$ cat config.mk
export PLATFORM = sky130hd
export DESIGN_NAME = cacheCtrl
export DESIGN_NICKNAME = d
export VERILOG_FILES = /design/src/verilog/cachePkg.sv /design/src/verilog/cacheCtrl.sv
export SDC_FILE = /design/constraint.sdc
export NUM_CORES = 1
export LEC_CHECK = 0
export BUFFER_PORTS_ARGS = -buffer_cell sky130_fd_sc_hd__clkbuf_2
export CAP_MARGIN = 20
export CORE_MARGIN = 4
export CORE_UTILIZATION = 30
export DETAILED_ROUTE_END_ITERATION = 10
export PLACE_DENSITY = 0.69
export SLEW_MARGIN = 20
export SYNTH_ARGS = -nofsm -noshare
export SYNTH_HDL_FRONTEND = slang
export SYNTH_SLANG_ARGS = --single-unit
$ cat constraint.sdc
create_clock -name clk -period 10.7 [get_ports clk]
set_input_delay 1.07 -clock clk [delete_from_list [all_inputs] [get_ports clk]]
set_output_delay 1.07 -clock clk [all_outputs]
set_load 0.05 [all_outputs]
$ cat src/verilog/cachePkg.sv
package cachePkg;

  // cache geometry
  localparam int AddrW        = 32;
  localparam int DataW        = 64;
  localparam int TagW         = 21;
  localparam int IndexW       = 6;
  localparam int Sets         = 64;
  localparam int Ways         = 2;
  localparam int BeatsPerLine = 4;

  // byte address split as tag | index | word | byte
  typedef logic [AddrW-1:0] addrT;

  typedef logic [DataW-1:0] dataT;

  typedef logic [TagW-1:0] tagT;

  typedef logic [IndexW-1:0] indexT;

  // word within a line and also the refill beat number
  typedef logic [$clog2(BeatsPerLine)-1:0] wordSelT;

  typedef logic [$clog2(Ways)-1:0] wayT;

  // controller states
  typedef enum logic [2:0] {
    Idle,
    Lookup,
    MissReq,
    Refill,
    FillDone
  } ctrlStateT;

endpackage

$ cat src/verilog/cacheCtrl.sv
module cacheCtrl (
  input  logic            clk,
  input  logic            rst_n,
  input  logic            valid_i,
  input  cachePkg::addrT  addr_i,
  input  logic            hit_i,
  input  logic            memRdLast_i,
  input  logic            memRdValid_i,
  output logic            addrOk_o,
  output logic            dataOk_o,
  output logic            lookupEn_o,
  output cachePkg::addrT  reqAddr_o,
  output logic            memRdReq_o,
  output cachePkg::addrT  memAddr_o,
  output logic            refillActive_o,
  output logic            fillWe_o,
  output logic            respondFromFill_o
);

  import cachePkg::*;

  localparam int LineBits = AddrW - TagW - IndexW;

  ctrlStateT curState;
  ctrlStateT nextState;
  logic      lookupHit;
  logic      accept;
  addrT      reqAddr;

  // a hit only counts while the lookup result is on the wires
  assign lookupHit = (curState == Lookup) && hit_i;

  // new request taken when idle or behind a hit
  assign accept = valid_i && ((curState == Idle) || lookupHit);

  always_ff @(posedge clk or negedge rst_n) begin
    if (!rst_n) begin
      curState <= Idle;
    end else begin
      curState <= nextState;
    end
  end

  always_comb begin
    nextState = curState;
    case (curState)
      Idle: begin
        if (accept) begin
          nextState = Lookup;
        end
      end
      Lookup: begin
        if (!hit_i) begin
          nextState = MissReq;
        end else if (!valid_i) begin
          nextState = Idle;
        end
      end
      MissReq: begin
        nextState = Refill;
      end
      Refill: begin
        // stays here until the fourth beat
        if (memRdValid_i && memRdLast_i) begin
          nextState = FillDone;
        end
      end
      FillDone: begin
        nextState = Idle;
      end
      default: begin
        nextState = Idle;
      end
    endcase
  end

  // request address held for the whole lookup or refill
  always_ff @(posedge clk) begin
    if (accept) begin
      reqAddr <= addr_i;
    end
  end

  assign addrOk_o   = accept;
  assign lookupEn_o = accept;
  assign reqAddr_o  = reqAddr;

  // response on a lookup hit or from the word caught during refill
  assign dataOk_o = lookupHit || (curState == FillDone);

  assign memRdReq_o = (curState == MissReq);
  assign memAddr_o  = {reqAddr[AddrW-1 -: TagW+IndexW], {LineBits{1'b0}}};

  // one strobe per beat accepted while refilling
  assign refillActive_o = (curState == Refill) && memRdValid_i;

  assign fillWe_o          = (curState == FillDone);
  assign respondFromFill_o = (curState == FillDone);

endmodule

Yosys cells after proc, flatten, opt, wreduce, memory -nomap -nowiden
Cells that the tools add are included.
{"block": "word_totals", "regBits": 35, "in_bits": 38, "wordCells": 22}
{"block": "classes", "n_eq_ne": 7, "n_mux": 5, "reduce_logical": 8}
{"op": "$mux W3", "count": 4}
{"op": "$pmux W3 S4", "count": 1}
{"op": "$eq A3 B2 Y1 const B", "count": 2}
{"op": "$logic_and A1 B1 Y1", "count": 4}
{"op": "$ne A2 B2 Y1 const B", "count": 2}
{"op": "$eq A3 B1 Y1 const B", "count": 1}
{"op": "$eq A3 B3 Y1 const B", "count": 1}
{"op": "$logic_not A3 Y1", "count": 1}
{"op": "$ne A3 B3 Y1 const B", "count": 1}
{"op": "$reduce_and A3 Y1", "count": 1}
{"op": "$logic_or A1 B1 Y1", "count": 2}

Longest topological paths before layout
{"block": "logic_depth", "ltp_word": 6, "depth_mapped": 4, "depth_no_buf": 2}

Worst setup path after synthesis
No wires, ideal clock.
{"block": "synth_path", "path_kind": "input -> output", "start": "input hit_i", "end": "output lookupEn_o", "arrival_ns": 6.743, "setup_slack_ns": 2.887, "path_stages": 3, "n_path_buf": 1, "path_cell_list": "nor2b_4 -> nor4b_1 -> buf_4"}
{"block": "synth_via", "elab_chain_len": 3}
{"element": "start, declared", "line_no": "cacheCtrl.sv:6", "rtl": "input logic hit_i,"}
{"element": "$logic_and A1 B1 Y1", "line_no": "cacheCtrl.sv:31", "rtl": "assign lookupHit = (curState == Lookup) && hit_i;"}
{"element": "$logic_or A1 B1 Y1", "line_no": "cacheCtrl.sv:34", "rtl": "assign accept = valid_i && ((curState == Idle) || lookupHit);"}
{"element": "$logic_and A1 B1 Y1", "line_no": "cacheCtrl.sv:34"}
{"element": "end, declared", "line_no": "cacheCtrl.sv:11", "rtl": "output logic lookupEn_o,"}
Every way passes these cells.

Worst setup path in the final report
Ends and elaborated chain as after synthesis.

==> metrics.txt <==
share of total power in combinational logic=42.8%; floorplan core area=4500 sq um; most used cells in the layout excluding fill and tap cells=sky130_fd_sc_hd__clkbuf_2, sky130_fd_sc_hd__edfxtp_1, sky130_fd_sc_hd__conb_1, sky130_fd_sc_hd__clkbuf_8, sky130_fd_sc_hd__nor2_1; classification of the worst setup path=input pin to primary output; most common cell after layout, fill and taps aside=sky130_fd_sc_hd__clkbuf_2; All-Layer GR Usage=10.1%; clock input transition at the sequential cells of the worst setup and hold paths=60 ps; family of cells with the greatest summed delay on the critical path=buffers and inverters; Crit path top cell by count=sky130_fd_sc_hd__clkbuf_2; drt drc=0; crit path capture type=primary output; first-pass GRT wire length=4.63 mm; post-layout util=41.4%; highest clock frequency the design can meet=302 MHz; PortBufs=103; detailed router's first-iteration violation count=39; vias in the first global route=876; buffer levels on the longest clock path=2; master cell of the clock root buffer=sky130_fd_sc_hd__clkbuf_8; remaining number of nets flagged by the antenna check after routing=0; horizontal die dimension=77.3 um; critical path startpoint category=input pin; estimated wirelength of the detail-placed design=2.41 mm; Post-Route WL=2.97 mm; crit path cell chain=clkbuf_2 -> nor2b_4 -> nor4b_2 -> buf_4 -> clkbuf_2; WP data required=9630 ps; Via Count=896; clock group share of total power=17.7%; hold violation total from the final report=0; number of buffers inserted during clock tree synthesis=5; setup violators final=0; largest incremental delay on the critical path=410 ps; antenna violations before repair=0; TritonCTS clock tree=yes; number of distinct standard cells referenced by the synthesized netlist=18; Post-Route Skew=4.09 ps; Tcrit/Tclk final=31.0%; worst hold-check path type=input pin to asynchronous set/reset pin; Die Y=77.3 um; detailed-router iteration count before antenna repair=4; max-slew violation count=0; buffers inserted during post-CTS setup optimization=0; outcome=finished clean; GRT overflow=0; routed vias/inst=4.04; Syn Area/Cell=16.2 sq um; portion of total power attributed to sequential cells=39.5%; setup repair after global routing missed its margin=false; Synth top area share=66.7%; total standard cell area after synthesis=1440 sq um; Net count, final=207; Final Wtd Congestion=0.652; switching power as a share of total power=46.2%; design internal power=0.265 mW; maximum number of pins on one net before global-route repair=35; post-route setup TNS=0 ps; max-cap check violation count=0; count of hold buffers inserted by post-cts repair=0; area enclosed by the die boundary=5980 sq um; Static Leakage=0.876 nW; sinks on the clock net=35; flops & latches, synth=35; Gate Count Post-Synth=89; Data arrival, critical path=2240 ps; I/O pin count=109; total power divided by cell area=264 nW/um^2; DR WL/cell=13.4 um; number of warning messages in the yosys log=0; area growth from synthesis to final layout=29.4%; sequential share of the synthesized area=71.9%; Critical R2R Capture=reqAddr_o[24]; initial core utilization=32.0%; cell taking the most area after synthesis=sky130_fd_sc_hd__edfxtp_1; htree depth=2; highest net fanout along the worst path=34; ant diodes=0; share of final-layout standard cells stronger than drive strength 1=67.1%; most area-consuming cells after synthesis=sky130_fd_sc_hd__edfxtp_1, sky130_fd_sc_hd__buf_4, sky130_fd_sc_hd__dfrtp_1; final critical-path required period=3310 ps; clock network latency to the later pin of the worst-skew pair=270 ps; Post-CTS Resized=0; Worst Reg2Reg Path Length in Cells=3; setup slack of the most critical reg-to-reg path=9070 ps; number of cell rows=24; Net Sw Power=0.227 mW; Max VDD drop=0.000117 V; combined buffer and inverter count along the critical path=3; Max stage delay cell, worst path=sky130_fd_sc_hd__buf_4; Reg2Reg Launch Point=curState[0]
-- worst max path at each step --
stage	endpoint	slack, ps	startpoint	depth (start not counted)
detailed placement	lookupEn_o	7360	hit_i	5
global route	addrOk_o	7290	hit_i	5
finish	lookupEn_o	7390	hit_i	5
global placement	lookupEn_o	7400	hit_i	5
floorplan	lookupEn_o	2890	hit_i	3
CTS	lookupEn_o	7360	hit_i	5
-- flip-flops by register name, summed over array words and instances (netlist names) --
name	count
curState	3
reqAddr_o	32
-- cell families (layout without fill, tap and decap cells) --
logic type | count (synthesis) | count (layout) | synth area share [%]
AO/OA/AOI/OAI | 3 | 3 | 2.78
flip-flops | 35 | 35 | 71.9
other | 1 | 5 | 0.260
buffers and inverters | 36 | 113 | 18.7
AND/OR/NAND/NOR | 14 | 14 | 6.34
-- synthesized netlist by cell type --
cell type,number
sky130_fd_sc_hd__buf_4,34
sky130_fd_sc_hd__inv_1,1
sky130_fd_sc_hd__conb_1,1
sky130_fd_sc_hd__dfrtp_1,3
sky130_fd_sc_hd__and4_4,1
sky130_fd_sc_hd__nor2_1,4
sky130_fd_sc_hd__nor4b_1,1
sky130_fd_sc_hd__a2111oi_4,1
sky130_fd_sc_hd__edfxtp_1,32
sky130_fd_sc_hd__nor3b_1,1
sky130_fd_sc_hd__nand2_1,1
sky130_fd_sc_hd__a211oi_1,1
sky130_fd_sc_hd__nand3_1,1
sky130_fd_sc_hd__nor2b_4,1
sky130_fd_sc_hd__nand3b_1,1
sky130_fd_sc_hd__nand2b_1,3
sky130_fd_sc_hd__buf_6,1
sky130_fd_sc_hd__a21oi_1,1
-- per-stage QoR --
step	area [sq um]	cells	power [mW]	hold WS, ps	setup WS, ps
after floorplan	1460	93	0.388	513	2890
after global placement	1780	214	0.409	584	7400
after detailed placement	1780	214	0.411	588	7360
after CTS	1870	222	0.498	569	7360
after global routing	1870	222	0.517	559	7290
final	1870	222	0.492	577	7390
-- cell type report --
cell class / count / area, sq um
clock inverter: 1 / 5.00
sequential: 35 / 1040
inverter: 1 / 3.75
tap: 52 / 65.1
timing repair buffer: 104 / 523
multi-input combinational: 22 / 156
clock buffer: 7 / 76.3
fill: 415 / 2640
-- power by group through the flow --
| stage | Sequential [mW] | Clock (mW) | Combinational (mW) |
|---|---|---|---|
| 5_1_grt | 0.199 | 0.0993 | 0.219 |
| 6_report | 0.195 | 0.0871 | 0.211 |
| 3_3_place_gp | 0.197 | 0 | 0.211 |
| 4_1_cts | 0.195 | 0.0904 | 0.213 |
| 2_1_floorplan | 0.254 | 0 | 0.134 |
| 3_5_place_dp | 0.199 | 0 | 0.212 |
-- metal layers --
layer  GRT usage (%)  routed length (um)  vias to the layer above
met1            10.9                1110                      378
met5               0                   0                        -
met4            3.74                  34                        0
li1                -                   -                      431
met2            16.1                1360                       83
met3            6.56                 461                        4
No activity file was read; power rests on OpenSTA's default activity.
