### config.mk
export PLATFORM = sky130hd
export DESIGN_NAME = tagStore
export DESIGN_NICKNAME = d
export VERILOG_FILES = /design/src/verilog/cachePkg.sv /design/src/verilog/tagStore.sv
export SDC_FILE = /design/constraint.sdc
export NUM_CORES = 2
export LEC_CHECK = 0
export ABC_AREA = 1
export BUFFER_PORTS_ARGS = -buffer_cell sky130_fd_sc_hd__buf_2
export CORE_AREA = 2 2 531 533
export DETAILED_ROUTE_END_ITERATION = 10
export DIE_AREA = 0 0 533 535
export GPL_ROUTABILITY_DRIVEN = 0
export SYNTH_ARGS = -nofsm -noshare
export SYNTH_HDL_FRONTEND = slang
export SYNTH_SLANG_ARGS = --single-unit
export TNS_END_PERCENT = 20
### constraint.sdc
create_clock -name clk -period 7.5 [get_ports clk]
set_input_delay 1.5 -clock clk [delete_from_list [all_inputs] [get_ports clk]]
set_output_delay 1.5 -clock clk [all_outputs]
set_load 0.005 [all_outputs]
### src/verilog/cachePkg.sv
package cachePkg;

  // cache geometry
  localparam int AddrW        = 32;
  localparam int DataW        = 64;
  localparam int TagW         = 21;
  localparam int IndexW       = 6;
  localparam int Sets         = 64;
  localparam int Ways         = 2;
  localparam int BeatsPerLine = 4;

  // byte address split as tag | index | word | byte
  typedef logic [AddrW-1:0] addrT;

  typedef logic [DataW-1:0] dataT;

  typedef logic [TagW-1:0] tagT;

  typedef logic [IndexW-1:0] indexT;

  // word within a line and also the refill beat number
  typedef logic [$clog2(BeatsPerLine)-1:0] wordSelT;

  typedef logic [$clog2(Ways)-1:0] wayT;

  // controller states
  typedef enum logic [2:0] {
    Idle,
    Lookup,
    MissReq,
    Refill,
    FillDone
  } ctrlStateT;

endpackage

### src/verilog/tagStore.sv
module tagStore (
  input  logic            clk,
  input  logic            rst_n,
  input  logic            lookupEn_i,
  input  cachePkg::indexT lookupIndex_i,
  input  cachePkg::addrT  reqAddr_i,
  input  logic            fillWe_i,
  output logic            hit_o,
  output cachePkg::wayT   hitWay_o,
  output cachePkg::wayT   victimWay_o
);

  import cachePkg::*;

  tagT             tagArr [Ways][Sets];
  logic [Sets-1:0] validBits [Ways];
  // least recently used way of each set
  logic [Sets-1:0] lruBits;

  tagT             tagQ [Ways];
  logic [Ways-1:0] validQ;
  logic [Ways-1:0] hitVec;
  logic            lookupPending;
  tagT             reqTag;
  indexT           reqIndex;

  assign reqTag   = reqAddr_i[AddrW-1 -: TagW];
  assign reqIndex = reqAddr_i[AddrW-TagW-1 -: IndexW];

  // tag rams written once per refill
  always_ff @(posedge clk) begin
    if (fillWe_i) begin
      tagArr[victimWay_o][reqIndex] <= reqTag;
    end
  end

  // synchronous read of the set being looked up
  always_ff @(posedge clk) begin
    if (lookupEn_i) begin
      for (int w = 0; w < Ways; w++) begin
        tagQ[w]   <= tagArr[w][lookupIndex_i];
        validQ[w] <= validBits[w][lookupIndex_i];
      end
    end
  end

  // marks the cycle in which the compare result is meaningful
  always_ff @(posedge clk or negedge rst_n) begin
    if (!rst_n) begin
      lookupPending <= 1'b0;
    end else begin
      lookupPending <= lookupEn_i;
    end
  end

  always_ff @(posedge clk or negedge rst_n) begin
    if (!rst_n) begin
      validBits <= '{default: '0};
    end else if (fillWe_i) begin
      validBits[victimWay_o][reqIndex] <= 1'b1;
    end
  end

  always_ff @(posedge clk or negedge rst_n) begin
    if (!rst_n) begin
      lruBits <= '0;
    end else if (fillWe_i) begin
      lruBits[reqIndex] <= ~victimWay_o;
    end else if (hit_o) begin
      // the way just used becomes most recent
      lruBits[reqIndex] <= ~hitWay_o;
    end
  end

  always_comb begin
    for (int w = 0; w < Ways; w++) begin
      hitVec[w] = validQ[w] && (tagQ[w] == reqTag);
    end
  end

  assign hit_o    = lookupPending && (|hitVec);
  assign hitWay_o = wayT'(hitVec[1]);

  // empty way first, otherwise the older one
  always_comb begin
    if (!validBits[0][reqIndex]) begin
      victimWay_o = wayT'(0);
    end else if (!validBits[1][reqIndex]) begin
      victimWay_o = wayT'(1);
    end else begin
      victimWay_o = wayT'(lruBits[reqIndex]);
    end
  end

endmodule
-- After elaboration in Yosys (flattened, before gate mapping)
Memories as Yosys holds them, arrays and structs flattened.
Cells that the tools add are included.
- $lt $le $gt $ge: 8
- equal/unequal tests: 2
- multiplexer cells: 32
- bitwise logic cells: 6
- reduce and logical (&&, ||, !) cells: 8
- operators with widths (operator ; count):
    1344-bit 2-to-1 mux ; 1
    21-bit binary-select mux with 6-bit select ; 2
    64-bit 2-to-1 mux ; 3
    64-bit bitwise mux ; 2
    128-bit OR ; 1
    21-bit demux with 6-bit select ; 1
    21-bit 2-to-1 mux ; 5
    64-bit demux with 1-bit select ; 1
    21-bit == test ; 2
    1-bit binary-select mux with 6-bit select ; 5
    7-bit >= comparator, second input constant ; 2
    6-bit by 7-bit < comparator with 1-bit output, second input constant ; 2
    6-bit inverter with 7-bit output ; 2
    1-bit 2-to-1 mux ; 11
    7-bit by 1-bit < comparator with 1-bit output, second input constant ; 1
    1-bit demux with 6-bit select ; 1
    6-bit by 1-bit >= comparator with 1-bit output, second input constant ; 1
    1-bit logical AND ; 6
    2-bit >= comparator, second input constant ; 1
    2-bit by 1-bit < comparator with 1-bit output, second input constant ; 1
    1-bit inverter ; 2
    1-bit inverter with 2-bit output ; 1
    2-bit nonzero test ; 1
    2-bit OR reduction ; 1
- register bits after elaboration: 195
- memory bits (writable): 2730
- word-level logic and storage cells: 63
- memories: 2
- memories (memory ; words ; bits a word ; read ports ; clocked after memory_dff ; wr ports ; RTL line ; text):
    tagArr ; 2 ; 1344 ; 2 ; 0 ; 1 ; tagStore.sv:15 ; tagT tagArr [Ways][Sets];
    tagQ ; 2 ; 21 ; 2 ; 0 ; 2 ; tagStore.sv:20 ; tagT tagQ [Ways];

-- Logic depth before layout (Yosys ltp)
- word-level depth: 10
- gate-level depth with buffers: 18
- gate-level depth less buffers: 13

-- Worst setup path after synthesis
OpenSTA, ideal clock, no wires.
- kind: input to output
- start: input reqAddr_i[5]
- end: output victimWay_o
- arrival: 3.005 ns
- required time: 6.000 ns
- setup slack: 2.995 ns
- cell stages on the path: 16
- path buffers: 5
- cells stage by stage: buf_2 -> inv_2 -> buf_4 -> buf_4 -> nand2_2 -> nor2_1 -> nor2_1 -> nand3_1 -> nand2_1 -> nand2_1 -> nor2_1 -> nand2_1 -> nand2_2 -> buf_2 -> buf_2 -> inv_1
- cells in the longest elaborated chain, start to end: 4
- elaborated cells on any way between the ends: 8
- classes of those cells: mux (8)
- RTL lines (element ; RTL line ; text):
    start: declaration ; tagStore.sv:6 ; input cachePkg::addrT reqAddr_i,
    1-bit binary-select mux with 6-bit select (on tied branches) ; tagStore.sv:91, tagStore.sv:88 ;
    1-bit 2-to-1 mux (on tied branches) ; tagStore.sv:91, tagStore.sv:88 ;
    1-bit 2-to-1 mux ; tagStore.sv:88 ; end else if (!validBits[1][reqIndex]) begin
    1-bit 2-to-1 mux (*) ; tagStore.sv:86 ; if (!validBits[0][reqIndex]) begin
    end: declaration ; tagStore.sv:10 ; output cachePkg::wayT victimWay_o
Every way passes the cells marked *; elsewhere a longest branch is shown, timed or not. The select of a mux whose other input is x is not followed.

-- Final worst setup path
Ends and elaborated chain as after synthesis.

==> results by group <==
Outcome
  – Status: finished clean

Global routing
  – GRT Residual Overflow: 0
  – Vias in the first global route: 77600
  – GR Util All Layers: 24.7%
  – Initial antenna violation count: 30
  – Largest net degree at the start of global routing: 214
  – First-pass GRT wire length: 522000 um

Power
  – Sequential share of power: 51.3%
  – Internal power: 27.2 mW
  – Clock power frac: 41.8%
  – Sw Ratio: 22.9%
  – Maximum vdd drop: 0.256 mV
  – Static leakage: 45.4 nW
  – Net Switching: 8.08 mW
  – Combinational power share: 6.9%
  – PD cells: 264 nW/um2

Die
  – Starting Density: 42.8%
  – Die area: 285000 um2
  – CORE AREA: 279000 um2
  – Std-Cell Rows: 194
  – Die W: 533 um
  – Num ports: 45
  – Die height: 535 um

Yosys
  – Ys flop type: edfxtp_1
  – Synthesized area per cell: 11.8 um2
  – Synth cell types: 36
  – Gate Count Post-Synth: 10200
  – Yosys synthesis warning count: 0
  – Fraction of registers with async set/reset: 6.60%
  – Syn Std Cell Area: 119000 um2
  – Syn nets: 10200
  – EDFF count, synth: 2732
  – Post-synthesis sequential area ratio: 72.7%
  – Flop and latch count out of synthesis: 2925

Worst setup path
  – Top delay family on crit path: buffers and inverters
  – Worst R2R Start: lruBits[24]$_DFFE_PN0P_
  – Crit. End Element: output pin
  – CP Buf/Inv Count: 5
  – Worst path slowest cell: inv_2
  – Critical Path RT: 6000 ps
  – Worst Setup Start Kind: input port
  – Reg-to-reg endpoint: tagArr[0][278]$_DFFE_PP_
  – Cell Chain, Critical Path: buf_4 > inv_2 > buf_4 > nand2_1 > nand3_1 > nand2_1 > nor2_1 > nor2_1 > nor2_1 > nand2_1 > nor2_1 > nand2_1 > nand2_8 > inv_1 > buf_2
  – CP Depth: 15
  – Crit path largest cell delay: 920 ps
  – Setup CP Type: in -> out
  – CP arrival: 4690 ps
  – Reg2Reg Setup Slack: 3970 ps
  – Reg2Reg Depth: 15
  – Crit path max fanout: 58

Clock network
  – Clock-pin slew on the worst setup and hold paths: 60 ps
  – Clk_lat worst skew: 970 ps
  – Post-CTS setup buffers: 0
  – Clock tree buffer depth: 4
  – H-Tree Level Count: 5
  – Clock Root Buffer: clkbuf_16
  – Cts bufs inserted: 317
  – Num Clock Sinks: 2925
  – CTS resizes: 0
  – Hold-fix buffers, CTS: 0
  – CTS tree: done

STA
  – RSZ-0062 raised after global routing: false
  – Setup TNS: 0 ps
  – Final setup vio count: 0
  – Slew HR: 20.2%
  – Worst Skew: 89.8 ps
  – Fin crit share: 82.5%
  – Highest clock rate: 162 MHz
  – Clock period minus worst slack: 6190 ps
  – Least-Margin Pin Slew: 1200 ps
  – Final slew viol count: 0
  – Final hold violations: 0

Drt
  – DR iter-0 viols: 10200
  – DRC: 0
  – DRT antenna net count: 0
  – Pre-antenna DRT Iters: 8
  – WL per Instance: 25.8 um
  – Drt total wl: 361000 um
  – DR vias/cell: 5.83
  – Via count: 81800

Min path
  – Hold worst-path end: validBits[112]$_DFFE_PN0P_
  – Hold Startpoint: validBits[112]$_DFFE_PN0P_
  – Worst Hold Class: reg -> reg
  – Hold depth: 2

Placement
  – Placed wire-length estimate: 202000 um
  – IO Port Bufs: 39
  – Dpl cell area: 124000 um2

Finish
  – Post-Layout Inst Area: 134000 um2
  – Final nets: 10100
  – Area growth, synth to finish: 11.9%
  – Layout cells sized above 1: 8.46%

Flow run
  – Maxcap violations: 0
worst max path at each step:
| stage | to | start | slack [ps] |
|---|---|---|---|
| CTS | victimWay_o | reqAddr_i[5] | 1390 |
| floorplan | victimWay_o | reqAddr_i[5] | 2990 |
| detailed placement | victimWay_o | reqAddr_i[5] | 1410 |
| global route | victimWay_o | reqAddr_i[5] | 1160 |
| finish | victimWay_o | reqAddr_i[5] | 1310 |
| global placement | victimWay_o | reqAddr_i[5] | 1380 |
cells in the final DEF, fill, tap and decap left out, drive strengths merged, types with 116 or more instances in the layout:
cell type  netlist  final
dfrtp          193    193
clkinv           8    116
nand2         1225   1225
nand3          571    571
buf            202    286
nor2          1707   1707
inv            446    447
a21oi          253    253
edfxtp        2732   2732
o21ai         1532   1532
o22ai          674    674
clkbuf         492    411
metrics by stage:
| step | hold WS, ps | total power [mW] | setup slack, ps | util, % | cells |
|---|---|---|---|---|---|
| 2_1_floorplan | 427 | 19.7 | 2990 | - | 10200 |
| 3_3_place_gp | 443 | 20.8 | 1380 | 44.5 | 13500 |
| 3_5_place_dp | 450 | 20.8 | 1410 | 44.5 | 13500 |
| 4_1_cts | 465 | 35.4 | 1390 | 47.9 | 14000 |
| 5_1_grt | 477 | 36.3 | 1160 | 47.9 | 14000 |
| 6_report | 465 | 35.3 | 1310 | 47.9 | 14000 |
Yosys cell counts (66+ instances only):
cell | instances | share of area [%]
clkbuf_1 | 491 | 1.5
nand2_2 | 66 | 0.35
nor2_1 | 1705 | 5.4
nand3_1 | 571 | 2.4
o21ai_0 | 1505 | 6.3
edfxtp_1 | 2732 | 69
inv_1 | 439 | 1.4
nand2_1 | 1159 | 3.6
dfrtp_1 | 193 | 4.0
a21oi_1 | 253 | 1.1
o22ai_1 | 674 | 3.5
buf_2 | 120 | 0.50
sequential cells by signal (all words and copies together) (netlist names):
name,flops
tagArr,2688
validBits,128
lruBits,64
tagQ,42
validQ,2
lookupPending,1
layout make-up:
| type | count | area, um2 |
|---|---|---|
| Clock buffer | 409 | 8520 |
| Tap cell | 3724 | 4660 |
| Clock inverter | 132 | 1110 |
| Multi-Input combinational cell | 6086 | 28200 |
| Timing Repair Buffer | 288 | 2550 |
| Sequential cell | 2925 | 86900 |
| Inverter | 454 | 1730 |
| Fill cell | 24400 | 145000 |
| Antenna cell | 7 | 17.5 |
power groups by stage:
stage                     registers, mW  logic, mW  clock network (mW)
final                              18.1       2.43                14.7
after global routing               18.1       2.62                15.6
after CTS                          18.1       2.40                14.9
after detailed placement           18.4       2.40                   0
after global placement             18.4       2.35                   0
after floorplan                    18.4       1.33                   0
tightest hold or removal path: stages (launching register included):
cell	delay, ps
dfrtp_1	320
inv_1	50
nand2_1	60
cell families after synthesis:
kind of cell | Yosys count | share of synthesized area [%]
AND/OR/NAND/NOR | 3572 | 12.1
flip-flops | 2925 | 72.7
AO/OA/AOI/OAI | 2506 | 11.3
buffers and inverters | 1148 | 3.83
XOR/XNOR | 8 | 0.0586
routing by layer:
metal / vias to the layer above / wire (um) / global-route usage [%]
met1: 40900 / 146000 / 33.7
met5: - / 127 / 0
met3: 713 / 33900 / 4.92
met4: 20 / 13900 / 9.48
li1: 36200 / - / -
met2: 3971 / 168000 / 39.0
No activity file was read; power rests on OpenSTA's default activity.
