`src/verilog/cachePkg.sv`:
```
package cachePkg;

  // cache geometry
  localparam int AddrW        = 32;
  localparam int DataW        = 64;
  localparam int TagW         = 21;
  localparam int IndexW       = 6;
  localparam int Sets         = 64;
  localparam int Ways         = 2;
  localparam int BeatsPerLine = 4;

  // byte address split as tag | index | word | byte
  typedef logic [AddrW-1:0] addrT;

  typedef logic [DataW-1:0] dataT;

  typedef logic [TagW-1:0] tagT;

  typedef logic [IndexW-1:0] indexT;

  // word within a line and also the refill beat number
  typedef logic [$clog2(BeatsPerLine)-1:0] wordSelT;

  typedef logic [$clog2(Ways)-1:0] wayT;

  // controller states
  typedef enum logic [2:0] {
    Idle,
    Lookup,
    MissReq,
    Refill,
    FillDone
  } ctrlStateT;

endpackage

```
`src/verilog/refillCounter.sv`:
```
module refillCounter (
  input  logic              clk,
  input  logic              rst_n,
  input  logic              clear_i,
  input  logic              beatValid_i,
  input  cachePkg::wordSelT reqWord_i,
  output cachePkg::wordSelT beatIdx_o,
  output logic              wordMatch_o
);

  import cachePkg::*;

  wordSelT beatCnt;

  // beats come in ascending word order, so the count is the word index
  always_ff @(posedge clk or negedge rst_n) begin
    if (!rst_n) begin
      beatCnt <= '0;
    end else if (clear_i) begin
      beatCnt <= '0;
    end else if (beatValid_i) begin
      // wraps back to zero after the last beat
      beatCnt <= beatCnt + wordSelT'(1);
    end
  end

  assign beatIdx_o = beatCnt;

  // the beat carrying the word that was asked for
  assign wordMatch_o = beatValid_i && (beatCnt == reqWord_i);

endmodule

```
`config.mk`:
```
export PLATFORM = sky130hd
export DESIGN_NAME = refillCounter
export DESIGN_NICKNAME = d
export VERILOG_FILES = /design/src/verilog/cachePkg.sv /design/src/verilog/refillCounter.sv
export SDC_FILE = /design/constraint.sdc
export NUM_CORES = 1
export LEC_CHECK = 0
export BUFFER_PORTS_ARGS = -buffer_cell sky130_fd_sc_hd__buf_4
export CAP_MARGIN = 20
export CELL_PAD_IN_SITES_DETAIL_PLACEMENT = 1
export CELL_PAD_IN_SITES_GLOBAL_PLACEMENT = 2
export CORE_AREA = 2 2 39 41
export DETAILED_ROUTE_END_ITERATION = 6
export DIE_AREA = 0 0 41 43
export GPL_ROUTABILITY_DRIVEN = 0
export PLACE_DENSITY = 0.42
export SLEW_MARGIN = 20
export SYNTH_ARGS = -nofsm -noshare
export SYNTH_HDL_FRONTEND = slang
export SYNTH_SLANG_ARGS = --single-unit
```
`constraint.sdc`:
```
create_clock -name clk -period 1.13 [get_ports clk]
set_input_delay 0.113 -clock clk [delete_from_list [all_inputs] [get_ports clk]]
set_output_delay 0.113 -clock clk [all_outputs]
set_load 0.005 [all_outputs]
```
* Yosys cells after proc, flatten, opt, wreduce, memory -nomap -nowiden
Index checks and enable logic that the tools add are counted.
** Operators by class
- Muxes and demuxes :: 2
- Equal/unequal tests :: 1
- Reduce and logical (&&, ||, !) cells :: 2
- $add $sub $neg :: 1
** Operators by type and width (count)
- $mux 2 :: 2
- $add 2x1->2 const B :: 1
- $eq 2x2->1 :: 1
- $reduce_bool 2->1 :: 1
- $logic_and 1x1->1 :: 1
** Storage, ports and cells
- Register bits :: 2
- Bits of input ports :: 6

* Longest topological paths before layout
Gate-level depths: netlist of the first run.
- Word-level depth :: 3
- Gate-level depth with buffers :: 2
- Depth with buffers taken out :: 2

* Worst setup path after synthesis of the first run
OpenSTA, ideal clock, no wires.
- Path kind :: reg2out
- Start point :: register beatCnt[0] (netlist: beatIdx_o[0])
- End point :: output wordMatch_o
- Path slack :: 0.287 ns
- Data required time :: 1.017 ns
- Buffers on the path :: 0
- Arrival :: 0.730 ns
- Stages on the path, launching flop included :: 3
- Path through :: dfrtp_1 -> xnor2_1 -> and3_1
** Between the ends
- Word-level cells in the longest chain between the ends :: 2
** RTL lines
- start, declared :: RTL line refillCounter.sv:13 : wordSelT beatCnt;
- start signal, assigned :: RTL line refillCounter.sv:23 : beatCnt <= beatCnt + wordSelT'(1);
- $eq 2x2->1 :: RTL line refillCounter.sv:30 : assign wordMatch_o = beatValid_i && (beatCnt == reqWord_i);
- $logic_and 1x1->1 :: RTL line refillCounter.sv:30
- end, declared :: RTL line refillCounter.sv:8 : output logic wordMatch_o
Every way passes these cells.

* Worst setup path in the final report of the first run
Same ends and word-level chain as after synthesis.

==> impl_metrics.toml, run 1 <==
[drt]
via_count = 130
drt_iter0_drc = 2
first_pass_iters = 2
wirelength_um = 360
ant_nets = 0
drt-wirelength-per-cell_um = 9.00
drc = 0
viasPerCell = 3.25

[hold_path]
holdPathStages = 2
hold_start = "clear_i"
hold_path.class = "in2reg"

[timing]
hold_viol_final = 0
setup_slack_ns = -0.00924
setup_viol_count_final = 1
rsz0062_at_grt = "yes"
max_slew.worst_pin.slew_ns = 0.155
fin_crit_sh = 1.01
max_freq_mhz = 878
drv_slew = 0
tns_ns = -0.00924
fin_worst_skew_ns = 0.00228
slew_headroom = 0.896
period_minus_slack_ns = 1.14

[yosys]
synth_seq_cells = 2
seq_area_frac_synth = 0.460
yosys.area.top_type = "dfrtp_1"
synth_cells = 10
avgSynthCellArea_um2 = 10.9
synth_fp_nets = 16
synth_top_area_share = 0.460
synth_cell_types = 7
synth_area_leaders = "dfrtp_1, xnor2_1, a21bo_2"
synthesis.area_um2 = 109
yosysWarnings = 0

[final_layout]
fin_nets = 32
stdcell_count = 40
final_util = 0.172
largest_reg_flops = 2
syn_to_final_growth_pct = 118
drive_above_1_share = 0.625
fin_area_um2 = 238
diodes = 0

[floorplan]
dieArea_um2 = 1760
die_w_um = 41
std_cell_rows = 14
io_pins = 9
fp.coreArea_um2 = 1380
initial_core_util = 0.0787
fp.dieH_um = 43

[worst_setup_path]
crit_start = "beatIdx_o[0]"
required_ns = 1.02
crit_path_max_incr_delay_ns = 0.40
path_cells = "xnor2_1 > and3_1 > buf_4"
critPathBufInv = 1
crit_fanout = 2
end_kind = "primary output"
crit_slowest_cell = "dfrtp_2"
path_class = "reg2out"
worst-path-stages = 3
cp_top_family = "flip-flops"
cp-start-kind = "register"
crit_arrival_ns = 1.03
r2r-start = "beatIdx_o[0]"
reg2reg_depth = 3

[clock_network]
ctsLongestPathBuffers = 2
clk_latency_ns = 0.22
cts_tree = "built"
path_clk_slew_ns = 0.03
clockRootBuffer = "clkbuf_4"
cts_made_buffers = 3
htreeDepth = 1
clock-sinks = 2

[global_route]
grt_usage = 0.0472
grt_first_pass_wirelength_um = 517
grt_overflow_total = 0
grt_pass1_vias = 150
antenna_found_initial = 0
grt_max_degree = 5

[place]
place_area_um2 = 189
portBuffers = 8
dpl_worst_slack_ns = 0.160
dp.cells = 34

[job]
drv_cap = 0

[outcome]
violations = "negative setup slack"
status = "complete, but fails checks"

[power]
p_leak_nw = 0.113
ir_worst_vdd_mv = 0.299
powerDensity_nw_per_um2 = 1310
==> stage by stage <==
| stage | hold WS (ns) | total power [mW] |
|---|---|---|
| after global placement | -0.104 | 0.141 |
| after detailed placement | -0.102 | 0.144 |
| after global routing | 0.0509 | 0.330 |
| after floorplan | -0.183 | 0.109 |
| final | 0.0503 | 0.311 |
| after CTS | 0.0376 | 0.326 |
==> cells in the final DEF, fill, tap and decap left out <==
master         count
dfrtp_1            1
nor2_1             1
clkbuf_4           3
buf_4             10
dlygate4sd3_1      1
a21oi_1            1
a21bo_2            1
dfrtp_2            1
xnor2_1            3
nand3b_1           1
and3_1             1
==> synth_stat cells, drive strengths merged <==
| master | number |
|---|---|
| a21bo | 1 |
| a21oi | 1 |
| and3 | 1 |
| dfrtp | 2 |
| nand3b | 1 |
| nor2 | 1 |
| xnor2 | 3 |
==> cell families after synthesis <==
group | share of synthesized area
AOI/OAI and AO/OA | 0.138
and+or+nand+nor | 0.161
xor gates and xnor gates | 0.241
DFF | 0.460
==> power breakdown <==
group          leakage [nW]  switching [mW]  total (mW)  internal, mW
Combinational        0.0736          0.0246      0.0718        0.0472
Sequential           0.0251         0.00467      0.0836        0.0790
Clock                0.0138          0.0386       0.156         0.117
==> metal layers <==
metal | track usage | vias to the layer above | share of wire
li1 | - | 62 | -
met1 | 0.0450 | 59 | 0.39
met2 | 0.0625 | 9 | 0.43
met3 | 0.0209 | 0 | 0.18
met4 | 0.0600 | 0 | 0
met5 | 0 | - | 0
==> area by class of cell <==
class	instances	area, um^2
timing repair buffer	11	85.1
multi-input combinational	8	58.8
sequential	2	51.3
tap	16	20.0
fill	164	1150
clock buffer	3	22.5
==> path summary, 6_finish.rpt <==
| check | to | slack [ns] |
|---|---|---|
| setup / recovery | wordMatch_o | -0.009 |
| setup reg to reg | beatIdx_o[1] | 0.19 |
| hold reg to reg | beatIdx_o[1] | 0.67 |
| min in group asynchronous | beatIdx_o[1] | 0.21 |
| max in group asynchronous | beatIdx_o[0] | 0.82 |
| hold / removal | beatIdx_o[1] | 0.05 |
==> what timing repair did <==
item                                    in CTS  in global routing
endpoints found under the setup margin       1                  1
pin swaps                                    3                  1
setup buffers                                2                  0
hold endpoints to repair                     2                  0
resized for setup                            1                  0
hold buffers                                 1                  0
==> worst register-to-register path, cell delays in order (launching register included) <==
cell and delay [ns]:
dfrtp_2 0.40, buf_4 0.15, a21bo_2 0.19, a21oi_1 0.12
(Power assumes the default switching activity.)
==> run 2, diff against run 1 <==
--- a/config.mk
+++ b/config.mk
@@ -13,7 +13,7 @@
 export DETAILED_ROUTE_END_ITERATION = 6
 export DIE_AREA = 0 0 41 43
 export GPL_ROUTABILITY_DRIVEN = 0
-export PLACE_DENSITY = 0.42
+export PLACE_DENSITY = 0.43
 export SLEW_MARGIN = 20
 export SYNTH_ARGS = -nofsm -noshare
 export SYNTH_HDL_FRONTEND = slang
==> constraint.sdc (replaced) <==
create_clock -name clk -period 0.97 [get_ports clk]
set_input_delay 0.097 -clock clk [delete_from_list [all_inputs] [get_ports clk]]
set_output_delay 0.097 -clock clk [all_outputs]
set_load 0.005 [all_outputs]
==> impl_metrics.toml, run 2 (synthesis gave the netlist of run 1 again) <==
[timing]
period_minus_slack_ns = 1.14
setup_viol_count_final = 1
max_slew.worst_pin.slew_ns = 0.129
slew_headroom = 0.913
rsz0062_at_grt = "yes"
hold_viol_final = 0
setup_slack_ns = -0.170
fin_worst_skew_ns = 0.00147
tns_ns = -0.170
drv_slew = 0
max_freq_mhz = 877
fin_crit_sh = 1.17

[outcome]
violations = "negative setup slack"
status = "complete, but fails checks"

[power]
p_leak_nw = 0.121
powerDensity_nw_per_um2 = 1440
ir_worst_vdd_mv = 0.379

[place]
dp.cells = 34
place_area_um2 = 189
portBuffers = 8

[global_route]
grt_max_degree = 5
grt_usage = 0.0512
grt_overflow_total = 0
grt_pass1_vias = 133
grt_first_pass_wirelength_um = 510
antenna_found_initial = 0

[drt]
wirelength_um = 361
drc = 0
drt_iter0_drc = 1
via_count = 129
viasPerCell = 3.23
ant_nets = 0
first_pass_iters = 2
drt-wirelength-per-cell_um = 9.03

[clock_network]
clk_latency_ns = 0.22
htreeDepth = 1
path_clk_slew_ns = 0.03
cts_tree = "built"
clock-sinks = 2
cts_made_buffers = 3
ctsLongestPathBuffers = 2
clockRootBuffer = "clkbuf_4"

[floorplan]
io_pins = 9
fp.coreArea_um2 = 1380
fp.dieH_um = 43
initial_core_util = 0.0787
dieArea_um2 = 1760
std_cell_rows = 14
die_w_um = 41

[worst_setup_path]
crit_arrival_ns = 1.04
cp-start-kind = "register"
crit_start = "beatIdx_o[1]"
path_class = "reg2out"
reg2reg_depth = 3
r2r-start = "beatIdx_o[0]"
end_kind = "primary output"
rrSetupSlack_ns = 0.06
crit_fanout = 2
reg2reg_to = "beatIdx_o[1]"
required_ns = 0.87
cp-endpoint = "wordMatch_o"

[final_layout]
syn_to_final_growth_pct = 139
stdcell_count = 40
fillers = 157
final_cell_mix = "buf_4, buf_6, clkbuf_4"
largest_reg_flops = 2
diodes = 0
drive_above_1_share = 0.667
layout_commonest_cell = "buf_4"
fin_area_um2 = 260
fin_nets = 32

[hold_path]
hold_start = "clear_i"
hold_path.class = "in2reg"

[job]
drv_cap = 0
run 2: cell count changes in the layout (fill, tap and decap cells not counted):
cell and change:
xnor2_1 -1, xnor2_2 +1, buf_6 +4, buf_4 -4
run 2: report_power, final:
group	switching [mW]	internal, mW
Combinational	0.0306	0.0673
Clock	0.0412	0.136
Sequential	0.00757	0.0921
Total	0.0794	0.295
run 2: how the worst min path moves through the flow:
stage,slack [ns],cells after the start,end
after floorplan,-0.20,0,beatIdx_o[0]
after global placement,-0.12,1,beatIdx_o[1]
after detailed placement,-0.12,1,beatIdx_o[1]
after CTS,0.02,2,beatIdx_o[1]
after global routing,0.03,2,beatIdx_o[0]
final,0.03,2,beatIdx_o[1]
run 2: stage by stage:
stage	setup WS (ns)	total power, mW	hold slack [ns]	util
floorplan	0.143	0.126	-0.199	-
global placement	0.0286	0.165	-0.117	0.137
detailed placement	0.00511	0.168	-0.116	0.137
CTS	-0.170	0.380	0.0234	0.177
global route	-0.207	0.404	0.0305	0.188
finish	-0.170	0.375	0.0336	0.188
run 2: layer usage:
layer  share of wire  GRT usage
met3            0.15     0.0314
met4               0     0.0600
met5               0          0
met2            0.37     0.0531
met1            0.48     0.0609
run 2: final cells by class:
cell class	instances	area (um^2)	area share
clock buffers	3	22.5	0.0865
multi-input cells	8	66.3	0.255
flip-flops and latches	2	51.3	0.197
well taps	16	20.0	0.0769
repair buffers	11	100	0.385
run 2: repair_timing:
item	in CTS	in global routing
setup endpoints to repair	1	3
endpoints found under the hold margin	2	0
setup buffers	2	0
hold buffers	1	0
pin swaps	2	0
resized for setup	3	3
run 2: critical path, cell delays in order (launching register included):
cell     delay (ns)
dfrtp_1        0.39
xnor2_1        0.13
and3_1         0.18
buf_4          0.13
==> run 3, diff against run 2 <==
--- a/config.mk
+++ b/config.mk
@@ -5,6 +5,7 @@
 export SDC_FILE = /design/constraint.sdc
 export NUM_CORES = 1
 export LEC_CHECK = 0
+export ABC_AREA = 1
 export BUFFER_PORTS_ARGS = -buffer_cell sky130_fd_sc_hd__buf_4
 export CAP_MARGIN = 20
 export CELL_PAD_IN_SITES_DETAIL_PLACEMENT = 1
@@ -13,7 +14,7 @@
 export DETAILED_ROUTE_END_ITERATION = 6
 export DIE_AREA = 0 0 41 43
 export GPL_ROUTABILITY_DRIVEN = 0
-export PLACE_DENSITY = 0.43
+export PLACE_DENSITY = 0.5
 export SLEW_MARGIN = 20
 export SYNTH_ARGS = -nofsm -noshare
 export SYNTH_HDL_FRONTEND = slang
==> impl_metrics.toml, run 3 <==
[final_layout]
fin_area_um2 = 268
fillers = 166
final_cell_mix = "buf_4, nor2_1, nand2_1, clkbuf_4"
syn_to_final_growth_pct = 118
largest_reg_flops = 2
fin_nets = 42
multi_input_area_um2 = 62.6
layout_commonest_cell = "buf_4"
drive_above_1_share = 0.559
stdcell_count = 50
final_util = 0.193
diodes = 0
final-seq-area_um2 = 51.3

[floorplan]
std_cell_rows = 14
fp.dieH_um = 43
fp.coreArea_um2 = 1380
io_pins = 9
initial_core_util = 0.0886
dieArea_um2 = 1760
die_w_um = 41

[timing]
fin_crit_sh = 1.16
setup_slack_ns = -0.153
setup_viol_count_final = 3
fin_worst_skew_ns = 0.000806
slew_headroom = 0.898
max_freq_mhz = 891
rsz0062_at_grt = "yes"
tns_ns = -0.190
hold_viol_final = 0
period_minus_slack_ns = 1.12
whs_ns = 0.0464
max_slew.worst_pin.slew_ns = 0.152
drv_slew = 0

[power]
powerDensity_nw_per_um2 = 1350
clockPowerShare = 0.500
design_power_total_uw = 360
combPwrFrac = 0.226
p_int_uw = 277
ir_worst_vdd_mv = 0.528
p_leak_nw = 0.140
p_sw_uw = 83.3
swShare = 0.231
seqPwrFrac = 0.273

[drt]
m1WireLength_um = 188
top_layer_used = "met3"
wirelength_um = 425
wl_met2_um = 189
viasPerCell = 3.50
dr_wl_met3_um = 48
drt_iter0_drc = 1
first_pass_iters = 2
ant_nets = 0
drc = 0
via_count = 175
drt-wirelength-per-cell_um = 8.50

[worst_setup_path]
required_ns = 0.87
crit_fanout = 5
end_kind = "primary output"
cp-start-kind = "register"
crit_arrival_ns = 1.03
path_class = "reg2out"

[global_route]
grt_first_pass_wirelength_um = 703
grt_usage = 0.0673
grt_overflow_total = 0
grt_max_degree = 6
antenna_found_initial = 0
grt_pass1_vias = 191

[yosys]
yosysWarnings = 0
yosys.area_share.simple = 0.408
synthesis.area_um2 = 123
synth_seq_cells = 2
yosys.area.top_type = "dfrtp_1"
synth_cells = 19
synthAdderAreaFrac = 0
seq_area_frac_synth = 0.408
synth_top_area_share = 0.408
synth_edf_count = 0
synth.most_common_cell = "nor2_1"
synth_fp_nets = 25
synthMuxAreaShare = 0
synth-compound-area-share = 0.0612
synthTopCellsByCount = "nor2_1, inv_1, nand2_1, dfrtp_1"
synthArstFlopShare = 1.00
synth-main-ff-cell = "dfrtp_1"
synth_top_family_by_area = "simple AND/OR/NAND/NOR gates"
avgSynthCellArea_um2 = 6.45
synth_area_leaders = "dfrtp_1, nor2_1, inv_1"
synth_xor_area_frac = 0
synth_cell_types = 9

[clock_network]
ctsLongestPathBuffers = 2
path_clk_slew_ns = 0.03
clk_latency_ns = 0.22
cts_made_buffers = 3
clockRootBuffer = "clkbuf_4"
cts_tree = "built"
htreeDepth = 1
clock-sinks = 2

[place]
place_area_um2 = 203
dp.cells = 43
portBuffers = 8
dpl_worst_slack_ns = 0.0440
hpwl_um = 337

[outcome]
violations = "negative setup slack"
status = "complete, but fails checks"

[hold_path]
hold_path.class = "in2reg"

[job]
drv_cap = 0
-- run 3: cell types whose count changed after synthesis, moves of 3 or more --
| cell | delta |
|---|---|
| nand2_1 | +3 |
| nor2_1 | +5 |
| inv_1 | +3 |
| xnor2_1 | -3 |
-- run 3: path summary, 6_finish.rpt --
check	start	to	slack (ns)	cells past startpoint
max	beatIdx_o[0]	wordMatch_o	-0.15	4
min	clear_i	beatIdx_o[0]	0.05	2
max reg2reg	beatIdx_o[0]	beatIdx_o[1]	0.02	5
min reg2reg	beatIdx_o[1]	beatIdx_o[1]	0.59	2
max in group asynchronous	rst_n	beatIdx_o[0]	0.68	2
min in group asynchronous	rst_n	beatIdx_o[0]	0.19	2
-- run 3: kinds of logic (layout without fill, tap and decap cells) --
| logic type | Yosys count | count (layout) |
|---|---|---|
| DFF | 2 | 2 |
| and+or+nand+nor | 12 | 12 |
| AOI/OAI and AO/OA | 1 | 1 |
| buffers and inverters | 4 | 19 |
-- run 3: what timing repair did --
action	CTS	global route
setup buffers	1	2
hold buffers	1	0
hold endpoints to repair	2	0
endpoints found under the setup margin	1	2
pin swaps	2	1
resized for setup	1	4
-- run 3: power by group through the flow --
stage	clock [mW]	sequential [mW]	combinational, mW
after global routing	0.205	0.100	0.0936
after detailed placement	0	0.0989	0.0598
after floorplan	0	0.0976	0.0222
after CTS	0.194	0.0978	0.0704
final	0.180	0.0985	0.0816
after global placement	0	0.0981	0.0567
-- run 3: critical path: stages, from the launching register on --
cell and delay (ns):
dfrtp_2 0.42, nor2_2 0.11, nor2_2 0.05, nor2_1 0.10
buf_4 0.12
-- run 3: area by class of cell --
| cell class | instances | area share |
|---|---|---|
| Clock buffer | 3 | 0.0841 |
| Tap cell | 16 | 0.0748 |
| Sequential cell | 2 | 0.192 |
| Inverter | 4 | 0.0561 |
| Timing Repair Buffer | 12 | 0.360 |
| Multi-Input combinational cell | 13 | 0.234 |
-- run 3: per-layer routing --
| layer | track usage | vias up |
|---|---|---|
| li1 | - | 88 |
| met1 | 0.0611 | 78 |
| met2 | 0.0938 | 9 |
| met3 | 0.0314 | 0 |
| met4 | 0.0800 | 0 |
| met5 | 0 | - |
